**src/verilog/gpio_pkg.sv**
```systemverilog
package gpio_pkg;

  // register bus widths
  localparam int GPIO_AW = 6;
  localparam int GPIO_DW = 32;
  localparam int GPIO_BW = GPIO_DW / 8;

  // pin count, one register bit per pin
  localparam int GPIO_N = 32;

  // byte offsets of the register map
  // 0x20 and 0x24 are left unmapped
  typedef enum logic [GPIO_AW-1:0] {
    REG_INTR_STATE       = 6'h00,
    REG_INTR_ENABLE      = 6'h04,
    REG_INTR_TEST        = 6'h08,
    REG_DATA_IN          = 6'h0C,
    REG_DIRECT_OUT       = 6'h10,
    REG_MASKED_OUT_LOWER = 6'h14,
    REG_MASKED_OUT_UPPER = 6'h18,
    REG_DIRECT_OE        = 6'h1C,
    REG_INTR_EN_RISING   = 6'h28,
    REG_INTR_EN_FALLING  = 6'h2C,
    REG_INTR_EN_LVLHIGH  = 6'h30,
    REG_INTR_EN_LVLLOW   = 6'h34
  } gpio_reg_e;

  // returned on a read from an unmapped offset
  localparam logic [GPIO_DW-1:0] GPIO_RDATA_MISS = '1;

endpackage

```
**src/verilog/gpio_reg_if.sv**
```systemverilog
module gpio_reg_if (
  input  logic                         clk_i,
  input  logic                         rst_n_i,
  input  logic                         reg_we_i,
  input  logic                         reg_re_i,
  input  logic [gpio_pkg::GPIO_AW-1:0] reg_addr_i,
  input  logic [gpio_pkg::GPIO_DW-1:0] reg_wdata_i,
  input  logic [gpio_pkg::GPIO_BW-1:0] reg_be_i,
  input  logic [gpio_pkg::GPIO_N-1:0]  out_q_i,
  input  logic [gpio_pkg::GPIO_N-1:0]  oe_q_i,
  input  logic [gpio_pkg::GPIO_N-1:0]  data_in_q_i,
  input  logic [gpio_pkg::GPIO_N-1:0]  intr_state_q_i,
  input  logic [gpio_pkg::GPIO_N-1:0]  intr_enable_q_i,
  input  logic [gpio_pkg::GPIO_N-1:0]  en_rising_q_i,
  input  logic [gpio_pkg::GPIO_N-1:0]  en_falling_q_i,
  input  logic [gpio_pkg::GPIO_N-1:0]  en_lvlhigh_q_i,
  input  logic [gpio_pkg::GPIO_N-1:0]  en_lvllow_q_i,
  output logic                         wr_o,
  output gpio_pkg::gpio_reg_e          sel_o,
  output logic [gpio_pkg::GPIO_DW-1:0] wdata_o,
  output logic                         reg_ack_o,
  output logic [gpio_pkg::GPIO_DW-1:0] reg_rdata_o,
  output logic                         reg_error_o
);

  import gpio_pkg::*;

  localparam int Half = GPIO_N / 2;

  logic               addr_hit;
  logic               addr_miss;
  logic               wr_err;
  logic               error;
  logic [GPIO_DW-1:0] rdata_next;

  // the offset itself is the select, blocks decode their own registers
  assign sel_o   = gpio_reg_e'(reg_addr_i);
  assign wdata_o = reg_wdata_i;

  always_comb begin
    case (sel_o)
      REG_INTR_STATE, REG_INTR_ENABLE, REG_INTR_TEST, REG_DATA_IN,
      REG_DIRECT_OUT, REG_MASKED_OUT_LOWER, REG_MASKED_OUT_UPPER,
      REG_DIRECT_OE, REG_INTR_EN_RISING, REG_INTR_EN_FALLING,
      REG_INTR_EN_LVLHIGH, REG_INTR_EN_LVLLOW: addr_hit = 1'b1;
      default: addr_hit = 1'b0;
    endcase
  end

  assign addr_miss = (reg_we_i || reg_re_i) && !addr_hit;
  // full-word writes only, data in is read-only
  assign wr_err    = reg_we_i && ((reg_be_i != '1) || (sel_o == REG_DATA_IN));
  assign error     = addr_miss || wr_err;
  assign wr_o      = reg_we_i && !error;

  always_comb begin
    case (sel_o)
      REG_INTR_STATE:       rdata_next = intr_state_q_i;
      REG_INTR_ENABLE:      rdata_next = intr_enable_q_i;
      REG_INTR_TEST:        rdata_next = '0;
      REG_DATA_IN:          rdata_next = data_in_q_i;
      REG_DIRECT_OUT:       rdata_next = out_q_i;
      REG_MASKED_OUT_LOWER: rdata_next = {{Half{1'b0}}, out_q_i[Half-1:0]};
      REG_MASKED_OUT_UPPER: rdata_next = {{Half{1'b0}}, out_q_i[GPIO_N-1:Half]};
      REG_DIRECT_OE:        rdata_next = oe_q_i;
      REG_INTR_EN_RISING:   rdata_next = en_rising_q_i;
      REG_INTR_EN_FALLING:  rdata_next = en_falling_q_i;
      REG_INTR_EN_LVLHIGH:  rdata_next = en_lvlhigh_q_i;
      REG_INTR_EN_LVLLOW:   rdata_next = en_lvllow_q_i;
      default:              rdata_next = GPIO_RDATA_MISS;
    endcase
  end

  // response one cycle after the strobe
  always_ff @(posedge clk_i) begin
    if (!rst_n_i) begin
      reg_ack_o   <= 1'b0;
      reg_error_o <= 1'b0;
    end else begin
      reg_ack_o   <= reg_we_i || reg_re_i;
      reg_error_o <= error;
    end
  end

  always_ff @(posedge clk_i) begin
    reg_rdata_o <= reg_re_i ? rdata_next : '0;
  end

  a_one_strobe: assert property (@(posedge clk_i) disable iff (!rst_n_i)
    !(reg_we_i && reg_re_i));

  a_ack_follows: assert property (@(posedge clk_i) disable iff (!rst_n_i)
    (reg_we_i || reg_re_i) |=> reg_ack_o);

endmodule

```
**src/verilog/gpio_out_ctrl.sv**
```systemverilog
module gpio_out_ctrl (
  input  logic                         clk_i,
  input  logic                         rst_n_i,
  input  logic                         wr_i,
  input  gpio_pkg::gpio_reg_e          sel_i,
  input  logic [gpio_pkg::GPIO_DW-1:0] wdata_i,
  output logic [gpio_pkg::GPIO_N-1:0]  gpio_o,
  output logic [gpio_pkg::GPIO_N-1:0]  gpio_oe_o,
  output logic [gpio_pkg::GPIO_N-1:0]  out_q_o,
  output logic [gpio_pkg::GPIO_N-1:0]  oe_q_o
);

  import gpio_pkg::*;

  localparam int Half = GPIO_N / 2;

  logic [GPIO_N-1:0] out_q;
  logic [GPIO_N-1:0] oe_q;
  logic [Half-1:0]   wr_mask;
  logic [Half-1:0]   wr_data;

  // masked layout: mask in the upper half, data in the lower half
  assign wr_mask = wdata_i[GPIO_DW-1:Half];
  assign wr_data = wdata_i[Half-1:0];

  // keep bits where the mask is clear
  function automatic logic [Half-1:0] merge_half(
    input logic [Half-1:0] old_bits,
    input logic [Half-1:0] mask,
    input logic [Half-1:0] data
  );
    return (old_bits & ~mask) | (data & mask);
  endfunction

  always_ff @(posedge clk_i) begin
    if (!rst_n_i) begin
      out_q <= '0;
      oe_q  <= '0;
    end else if (wr_i) begin
      case (sel_i)
        REG_DIRECT_OUT:       out_q <= wdata_i;
        REG_MASKED_OUT_LOWER: out_q[Half-1:0] <= merge_half(out_q[Half-1:0], wr_mask, wr_data);
        REG_MASKED_OUT_UPPER: begin
          out_q[GPIO_N-1:Half] <= merge_half(out_q[GPIO_N-1:Half], wr_mask, wr_data);
        end
        REG_DIRECT_OE:        oe_q <= wdata_i;
        default: begin
          // other offsets belong to the interrupt block
        end
      endcase
    end
  end

  assign gpio_o    = out_q;
  assign gpio_oe_o = oe_q;
  assign out_q_o   = out_q;
  assign oe_q_o    = oe_q;

  // pins only move on an accepted write
  a_out_stable: assert property (@(posedge clk_i) disable iff (!rst_n_i)
    !wr_i |=> ($stable(gpio_o) && $stable(gpio_oe_o)));

endmodule

```
**src/verilog/gpio_intr_ctrl.sv**
```systemverilog
module gpio_intr_ctrl #(
  parameter int SyncStages = 2
) (
  input  logic                         clk_i,
  input  logic                         rst_n_i,
  input  logic [gpio_pkg::GPIO_N-1:0]  gpio_i,
  input  logic                         wr_i,
  input  gpio_pkg::gpio_reg_e          sel_i,
  input  logic [gpio_pkg::GPIO_DW-1:0] wdata_i,
  output logic [gpio_pkg::GPIO_N-1:0]  intr_o,
  output logic [gpio_pkg::GPIO_N-1:0]  data_in_q_o,
  output logic [gpio_pkg::GPIO_N-1:0]  intr_state_q_o,
  output logic [gpio_pkg::GPIO_N-1:0]  intr_enable_q_o,
  output logic [gpio_pkg::GPIO_N-1:0]  en_rising_q_o,
  output logic [gpio_pkg::GPIO_N-1:0]  en_falling_q_o,
  output logic [gpio_pkg::GPIO_N-1:0]  en_lvlhigh_q_o,
  output logic [gpio_pkg::GPIO_N-1:0]  en_lvllow_q_o
);

  import gpio_pkg::*;

  logic [SyncStages-1:0][GPIO_N-1:0] sync_q;
  logic [GPIO_N-1:0] data_in;
  logic [GPIO_N-1:0] prev_q;
  logic [GPIO_N-1:0] rising;
  logic [GPIO_N-1:0] falling;
  logic [GPIO_N-1:0] event_set;
  logic [GPIO_N-1:0] test_set;
  logic [GPIO_N-1:0] w1c_clr;
  logic [GPIO_N-1:0] state_q;
  logic [GPIO_N-1:0] enable_q;
  logic [GPIO_N-1:0] en_rising_q;
  logic [GPIO_N-1:0] en_falling_q;
  logic [GPIO_N-1:0] en_lvlhigh_q;
  logic [GPIO_N-1:0] en_lvllow_q;

  // input synchronizer, stage 0 takes the raw pins
  always_ff @(posedge clk_i) begin
    if (!rst_n_i) begin
      sync_q <= '0;
      prev_q <= '0;
    end else begin
      sync_q[0] <= gpio_i;
      for (int i = 1; i < SyncStages; i++) begin
        sync_q[i] <= sync_q[i-1];
      end
      prev_q <= data_in;
    end
  end

  assign data_in = sync_q[SyncStages-1];

  // edges against the previous synchronized sample
  assign rising  = data_in & ~prev_q;
  assign falling = ~data_in & prev_q;

  assign event_set = (rising & en_rising_q) | (falling & en_falling_q) |
                     (data_in & en_lvlhigh_q) | (~data_in & en_lvllow_q);

  assign test_set = (wr_i && sel_i == REG_INTR_TEST) ? wdata_i : '0;
  assign w1c_clr  = (wr_i && sel_i == REG_INTR_STATE) ? wdata_i : '0;

  // set wins over a clear in the same cycle
  always_ff @(posedge clk_i) begin
    if (!rst_n_i) begin
      state_q <= '0;
    end else begin
      state_q <= (state_q & ~w1c_clr) | event_set | test_set;
    end
  end

  // plain read/write control registers
  always_ff @(posedge clk_i) begin
    if (!rst_n_i) begin
      enable_q     <= '0;
      en_rising_q  <= '0;
      en_falling_q <= '0;
      en_lvlhigh_q <= '0;
      en_lvllow_q  <= '0;
    end else if (wr_i) begin
      case (sel_i)
        REG_INTR_ENABLE:     enable_q     <= wdata_i;
        REG_INTR_EN_RISING:  en_rising_q  <= wdata_i;
        REG_INTR_EN_FALLING: en_falling_q <= wdata_i;
        REG_INTR_EN_LVLHIGH: en_lvlhigh_q <= wdata_i;
        REG_INTR_EN_LVLLOW:  en_lvllow_q  <= wdata_i;
        default: begin
          // state and test handled above, outputs elsewhere
        end
      endcase
    end
  end

  assign intr_o          = state_q & enable_q;
  assign data_in_q_o     = data_in;
  assign intr_state_q_o  = state_q;
  assign intr_enable_q_o = enable_q;
  assign en_rising_q_o   = en_rising_q;
  assign en_falling_q_o  = en_falling_q;
  assign en_lvlhigh_q_o  = en_lvlhigh_q;
  assign en_lvllow_q_o   = en_lvllow_q;

  // masked lines never reach the interrupt output
  a_intr_masked: assert property (@(posedge clk_i) disable iff (!rst_n_i)
    (intr_o & ~intr_enable_q_o) == '0);

endmodule

```
**src/verilog/gpio_top.sv**
```systemverilog
module gpio_top #(
  parameter int SyncStages = 2
) (
  input  logic                         clk_i,
  input  logic                         rst_n_i,
  input  logic                         reg_we_i,
  input  logic                         reg_re_i,
  input  logic [gpio_pkg::GPIO_AW-1:0] reg_addr_i,
  input  logic [gpio_pkg::GPIO_DW-1:0] reg_wdata_i,
  input  logic [gpio_pkg::GPIO_BW-1:0] reg_be_i,
  input  logic [gpio_pkg::GPIO_N-1:0]  gpio_i,
  output logic                         reg_ack_o,
  output logic [gpio_pkg::GPIO_DW-1:0] reg_rdata_o,
  output logic                         reg_error_o,
  output logic [gpio_pkg::GPIO_N-1:0]  gpio_o,
  output logic [gpio_pkg::GPIO_N-1:0]  gpio_oe_o,
  output logic [gpio_pkg::GPIO_N-1:0]  intr_o
);

  import gpio_pkg::*;

  logic               wr;
  gpio_reg_e          sel;
  logic [GPIO_DW-1:0] wdata;
  logic [GPIO_N-1:0]  out_q;
  logic [GPIO_N-1:0]  oe_q;
  logic [GPIO_N-1:0]  data_in_q;
  logic [GPIO_N-1:0]  intr_state_q;
  logic [GPIO_N-1:0]  intr_enable_q;
  logic [GPIO_N-1:0]  en_rising_q;
  logic [GPIO_N-1:0]  en_falling_q;
  logic [GPIO_N-1:0]  en_lvlhigh_q;
  logic [GPIO_N-1:0]  en_lvllow_q;

  gpio_reg_if u_reg_if (
    .clk_i           (clk_i),
    .rst_n_i         (rst_n_i),
    .reg_we_i        (reg_we_i),
    .reg_re_i        (reg_re_i),
    .reg_addr_i      (reg_addr_i),
    .reg_wdata_i     (reg_wdata_i),
    .reg_be_i        (reg_be_i),
    .out_q_i         (out_q),
    .oe_q_i          (oe_q),
    .data_in_q_i     (data_in_q),
    .intr_state_q_i  (intr_state_q),
    .intr_enable_q_i (intr_enable_q),
    .en_rising_q_i   (en_rising_q),
    .en_falling_q_i  (en_falling_q),
    .en_lvlhigh_q_i  (en_lvlhigh_q),
    .en_lvllow_q_i   (en_lvllow_q),
    .wr_o            (wr),
    .sel_o           (sel),
    .wdata_o         (wdata),
    .reg_ack_o       (reg_ack_o),
    .reg_rdata_o     (reg_rdata_o),
    .reg_error_o     (reg_error_o)
  );

  gpio_out_ctrl u_out_ctrl (
    .clk_i     (clk_i),
    .rst_n_i   (rst_n_i),
    .wr_i      (wr),
    .sel_i     (sel),
    .wdata_i   (wdata),
    .gpio_o    (gpio_o),
    .gpio_oe_o (gpio_oe_o),
    .out_q_o   (out_q),
    .oe_q_o    (oe_q)
  );

  gpio_intr_ctrl #(
    .SyncStages (SyncStages)
  ) u_intr_ctrl (
    .clk_i           (clk_i),
    .rst_n_i         (rst_n_i),
    .gpio_i          (gpio_i),
    .wr_i            (wr),
    .sel_i           (sel),
    .wdata_i         (wdata),
    .intr_o          (intr_o),
    .data_in_q_o     (data_in_q),
    .intr_state_q_o  (intr_state_q),
    .intr_enable_q_o (intr_enable_q),
    .en_rising_q_o   (en_rising_q),
    .en_falling_q_o  (en_falling_q),
    .en_lvlhigh_q_o  (en_lvlhigh_q),
    .en_lvllow_q_o   (en_lvllow_q)
  );

endmodule

```
**config.mk**
```make
export PLATFORM = sky130hd
export DESIGN_NAME = gpio_top
export DESIGN_NICKNAME = d
export VERILOG_FILES = /design/src/verilog/gpio_pkg.sv /design/src/verilog/gpio_reg_if.sv /design/src/verilog/gpio_out_ctrl.sv /design/src/verilog/gpio_intr_ctrl.sv /design/src/verilog/gpio_top.sv
export SDC_FILE = /design/constraint.sdc
export NUM_CORES = 1
export LEC_CHECK = 0
export BUFFER_PORTS_ARGS = -buffer_cell sky130_fd_sc_hd__buf_4
export CAP_MARGIN = 20
export CORE_MARGIN = 3
export CORE_UTILIZATION = 42
export DETAILED_ROUTE_END_ITERATION = 7
export PLACE_DENSITY = 0.66
export SETUP_SLACK_MARGIN = 0.1
export SYNTH_ARGS = -nofsm -noshare
export SYNTH_HDL_FRONTEND = slang
export SYNTH_SLANG_ARGS = --single-unit
```
**constraint.sdc**
```tcl
create_clock -name clk_i -period 4.45 [get_ports clk_i]
set_input_delay 0.89 -clock clk_i [delete_from_list [all_inputs] [get_ports clk_i]]
set_output_delay 0.89 -clock clk_i [all_outputs]
set_load 0.005 [all_outputs]
```
## After elaboration in Yosys (flattened, before gate mapping)

Cells that the tools add are included.

- Equality and inequality tests: 12
- Muxes and demuxes: 6
- Bitwise gates (word level): 22
- Reductions and logical operators: 22

Operators by type and width:

| cell | count |
|---|---|
| case mux 32 bit (12 select lines) | 1 |
| bitwise AND 32 bit | 8 |
| bitwise OR 32 bit | 5 |
| inverter 32 bit | 3 |
| two-way mux 32 bit | 2 |
| case mux 16 bit (2 select lines) | 2 |
| bitwise AND 16 bit | 3 |
| bitwise OR 16 bit | 2 |
| equality test 6 x 5 -> 1 bit, second input constant | 4 |
| equality test 6 bit, second input constant | 4 |
| inverter 16 bit | 1 |
| AND reduction 2 bit | 8 |
| equality test 6 x 4 -> 1 bit, second input constant | 2 |
| OR reduction 12 bit | 1 |
| equality test 6 x 3 -> 1 bit, second input constant | 1 |
| zero test 6 bit | 1 |
| logical AND 1 bit | 5 |
| inequality test 4 bit, second input constant | 1 |
| nonzero test 2 bit | 2 |
| logical OR 1 bit | 3 |
| zero test 1 bit | 2 |
| two-way mux 1 bit | 1 |

- Bits in registers: 386
- Output and inout bits: 130
- Word-level logic and storage cells: 77

## Longest topological paths before layout

- Word-level depth: 14
- Gate-level depth with buffers: 8
- Mapped depth without buffers: 4

## By module

From an unflattened synthesis, not the netlist that was laid out.

- Cell total of the unflattened synthesis: 2,084
- Area, all modules: 18,606.6 um2

By module, submodules not included:

| module | times used | cells an instance | area each (um2) | sequential area each (um2) |
|---|---|---|---|---|
| gpio_intr_ctrl | 1 | 1,225 | 11,474.8 | 5,765.5 |
| gpio_reg_if | 1 | 455 | 3,667.3 | 680.7 |
| gpio_out_ctrl | 1 | 404 | 3,464.6 | 1,281.2 |

## Worst setup path after synthesis

Ideal clock, no wire load.

- Path kind: in2reg
- Start point: input reg_addr_i[1] in the netlist's numbering
- End point: register u_intr_ctrl.state_q[10], in the netlist u_intr_ctrl.intr_state_q_o[10]
- Library setup time: 0.120 ns
- Arrival: 2.446 ns
- Required time: 4.330 ns
- Setup slack: 1.884 ns
- Cell stages on the path: 7
- Path buffers: 3
- Path through: buf_6 -> or4_1 -> buf_2 -> nor4_4 -> buf_2 -> a21boi_0 -> o31a_1

- Longest elaborated chain between the ends: 14

Ends and longest elaborated chain:

| element | line | source |
|---|---|---|
| start: declaration | gpio_top.sv:8 | `input logic [gpio_pkg::GPIO_AW-1:0] reg_addr_i,` |
| equality test 6 x 4 -> 1 bit (tied with other cells) | gpio_reg_if.sv:41, gpio_reg_if.sv:52 |  |
| OR reduction 12 bit | gpio_reg_if.sv:41 | `case (sel_o)` |
| two-way mux 1 bit | gpio_reg_if.sv:41 |  |
| zero test 1 bit | gpio_reg_if.sv:50 | `assign addr_miss = (reg_we_i \|\| reg_re_i) && !addr_hit;` |
| logical AND 1 bit | gpio_reg_if.sv:50 |  |
| logical OR 1 bit | gpio_reg_if.sv:53 | `assign error = addr_miss \|\| wr_err;` |
| zero test 1 bit | gpio_reg_if.sv:54 | `assign wr_o = reg_we_i && !error;` |
| logical AND 1 bit | gpio_reg_if.sv:54 |  |
| logical AND 1 bit | gpio_intr_ctrl.sv:61 | `assign w1c_clr = (wr_i && sel_i == REG_INTR_STATE) ? wdata_i : '0;` |
| two-way mux 32 bit | gpio_intr_ctrl.sv:61 |  |
| inverter 32 bit | gpio_intr_ctrl.sv:68 | `state_q <= (state_q & ~w1c_clr) \| event_set \| test_set;` |
| bitwise AND 32 bit | gpio_intr_ctrl.sv:68 |  |
| bitwise OR 32 bit | gpio_intr_ctrl.sv:68 |  |
| bitwise OR 32 bit (*) | gpio_intr_ctrl.sv:68 |  |
| end signal: assignment | gpio_intr_ctrl.sv:68 |  |
| end: declaration | gpio_intr_ctrl.sv:30 | `logic [GPIO_N-1:0] state_q;` |

Every way passes the cells marked *; elsewhere a longest branch is shown, timed or not.
A chain may end at the register's enable or synchronous reset.

## Final worst setup path

- Start point: input reg_addr_i[3] in the netlist's numbering
- End point: register u_reg_if.reg_rdata_o[27] in the netlist's numbering

- Longest elaborated chain between the ends: 2

Ends and longest elaborated chain:

| element | line | source |
|---|---|---|
| equality test 6 bit (tied with other cells) | gpio_reg_if.sv:57 | `case (sel_o)` |
| case mux 32 bit (12 select lines) (*) | gpio_reg_if.sv:57 |  |
| end signal: assignment | gpio_reg_if.sv:86 | `reg_rdata_o <= reg_re_i ? rdata_next : '0;` |
| end: declaration | gpio_reg_if.sv:22 | `output logic [gpio_pkg::GPIO_DW-1:0] reg_rdata_o,` |

Marked as above.

==> metrics.txt <==
status=complete, no violations; final setup fails=0; ANT nets after route=0; Synth top area share=46.64%; Min Hold Slack=0.4311 ns; area of all placed cells without fillers=20200 µm²; Final Critical Period=2.881 ns; ys async rst share=0%; Nets=2075; final worst slack=1.569 ns; critical path type=primary input to flop; pin slew with the least headroom to its limit=1.074 ns; Core Util, Final=52.02%; Hold Crit Start=u_intr_ctrl.sync_q[17]; Synth Net Count=1908; layer with the highest usage=met2; Hold Vio Cnt, Final=0; via count=15020; sequential-to-total area share from yosys stat=46.64%; Top cell by count, worst path=buf_4; Placed Area=18660 µm²; core area=38830 µm²; met2 usage=42.50%; die area=41870 µm²; maximum clock rate=347.1 MHz; CP startpoint=reg_addr_i[3]; Post-synth EDFFs=0; Tcrit/Tclk final=64.74%; Avg Inst Size Synth=9.054 µm²; CTS sink cnt=386; IO Count=208; top cells by area, synth=dfxtp_1 47%, mux2i_1 10%, nand2_1 7.3%; Setup Skew=0.01613 ns; slowest CP cell=or4_1; Yosys cell types=67; CP arrival=3.34 ns; GPL Wtd Cong=0.9584; share of layout cells above drive strength 1=17.74%; final wirelength=59890 µm; Required @ worst endpoint=4.91 ns; CTS Buffer Depth=3; TritonRoute pass-1 iters=6; DP HPWL=40230 µm; Cells after Synth=1830; count of maximum capacitance violations=0; Ys Warns=0; Horiz. Die Dim=204.6 µm; Synth Flop Type=dfxtp_1; Buf/Inv on CP=2; Layout area overhead=21.91%; RSZ-0062 raised after global routing=no; Setup crit end kind=flop; root buffer cell=clkbuf_16; # resized after CTS=0; via/cell ratio=5.896; Synth area leader=dfxtp_1; CTS Hold Bufs=0; CTS clock-pin slew for the worst setup and hold paths=0.06 ns; first-pass GRT wire length=89180 µm; FF+latch count, synth=386; vias in the first global route=14350; peak supply drop=237.2 µV; HP Class=flop to flop; Crit Path Max Fanout=40; clk_lat worst skew=0.55 ns; wire length per cell=23.51 µm; DRC viols=0; startpoint types=primary input; All-Layer GR Usage=27.70%; grt ovf=0; H-tree depth=2; Site Rows=72; count of final max-slew check failures=0; Pleak=8.459 nW; Setup TNS=0 ns; Die H=204.6 µm; worst slack, placed=1.123 ns; CTS tree=yes; post-synthesis cell area=16570 µm²; GR Util met1=38.09%; post-CTS setup buffer count=0; pwr dens=390.9 nW/µm²; largest net degree at the start of global routing=204; GR Layer Usage met3=5.594%; PortBufs=207; Rel. slew slack=28.39%; worst-path cell chain=buf_4 -> or4_1 -> nor2_2 -> buf_4 -> a2111oi_0 -> a31oi_1; crit-path leading delay family=simple AND/OR/NAND/NOR gates; Crit path largest cell delay=0.87 ns; antenna violations before repair=1; violation count after the first detailed-route iteration=1616; Initial Util=42.68%; cts bufs inserted=42
==> final cells by class <==
class	count	area [µm²]
inverters	38	142.6
repair buffers	260	1984
diodes	1	2.502
clock inverters	23	332.8
fillers	3546	18630
multi-input cells	1269	8158
well taps	518	648.1
clock buffers	53	1204
flip-flops and latches	386	7727
==> cells in the final DEF, fill, tap and decap left out, types with 9 or more instances in the layout <==
master     netlist  final
a31oi_1         18     18
o31a_1          41     41
a221oi_1        14     14
a211oi_1        37     37
o2bb2ai_1       13     13
nand2_1        322    322
mux2i_1        171    171
a22oi_1         40     40
nor2_1          24     24
buf_4            2    257
a21boi_0        32     32
and3_1          21     21
dfxtp_1        386    386
o2111ai_1       13     13
inv_1           35     35
clkinv_2         0      9
clkbuf_16        0     43
nor3b_1         12     12
clkbuf_8         0      9
a2111oi_0       10     10
o21ai_0         41     41
nand4_1         13     13
and2_1         162    162
a21oi_1        157    157
o21a_1           9      9
==> state kept, by name, indices dropped and copies added, names as in the netlist, named ones only <==
name,flops
u_intr_ctrl.en_lvlhigh_q_o,32
u_intr_ctrl.en_falling_q_o,32
u_out_ctrl.gpio_oe_o,32
u_intr_ctrl.intr_enable_q_o,32
u_intr_ctrl.en_lvllow_q_o,32
u_intr_ctrl.en_rising_q_o,32
u_intr_ctrl.data_in_q_o,32
u_reg_if.reg_rdata_o,32
u_reg_if.reg_ack_o,1
u_reg_if.reg_error_o,1
u_intr_ctrl.sync_q,32
u_intr_ctrl.intr_state_q_o,32
u_intr_ctrl.prev_q,32
==> power by group <==
part / internal, mW / switching [mW]
combinational: 0.179 / 0.316
clock: 2.38 / 1.45
sequential: 3.53 / 0.0411
total: 6.09 / 1.81
==> cell usage after synthesis, drive strengths merged, types with 3 or more instances <==
cell / count
a2111oi: 10
dfxtp: 386
nor2b: 7
mux2: 8
o22ai: 8
o2bb2ai: 13
a41oi: 4
a22oi: 40
buf: 44
a21boi: 32
nor2: 26
o2111ai: 13
nand3: 11
nor3b: 12
a221oi: 14
nand3b: 4
o211ai: 8
a211oi: 37
nand4: 13
mux2i: 171
inv: 37
o31a: 41
nand2: 322
a32oi: 4
o22a: 6
clkbuf: 93
a32o: 4
a21oi: 157
and2: 162
o21ai: 41
and3: 21
a22o: 8
nor3: 7
nor4b: 3
o21a: 9
a31oi: 18
nor4: 7
==> layer usage <==
layer / routed length [µm] / vias to the layer above
met5: 13 / -
met4: 2761 / 2
met3: 6535 / 175
met2: 25870 / 885
met1: 24720 / 7128
li1: - / 6833
==> stage by stage <==
stage	std cells	total power, mW
finish	2548	7.895
detailed placement	2471	4.128
global route	2547	8.119
global placement	2471	4.124
CTS	2547	7.930
floorplan	1830	3.874
==> final timing paths <==
| check | to | slack [ns] | cells past startpoint |
|---|---|---|---|
| min | u_intr_ctrl.data_in_q_o[17] | 0.43 | 1 |
| min reg2reg | u_intr_ctrl.data_in_q_o[17] | 0.43 | 1 |
| max | u_reg_if.reg_rdata_o[27] | 1.57 | 6 |
| max reg2reg | u_reg_if.reg_rdata_o[1] | 2.86 | 3 |
==> kinds of logic after synthesis <==
group	Yosys count	synth area share, %
AO/OA/AOI/OAI	479	19.51
XOR/XNOR	1	0.05287
buffers and inverters	175	4.493
AND/OR/NAND/NOR	610	18.43
multiplexers	179	10.87
flip-flops	386	46.64
No activity file was read; power rests on OpenSTA's default activity.
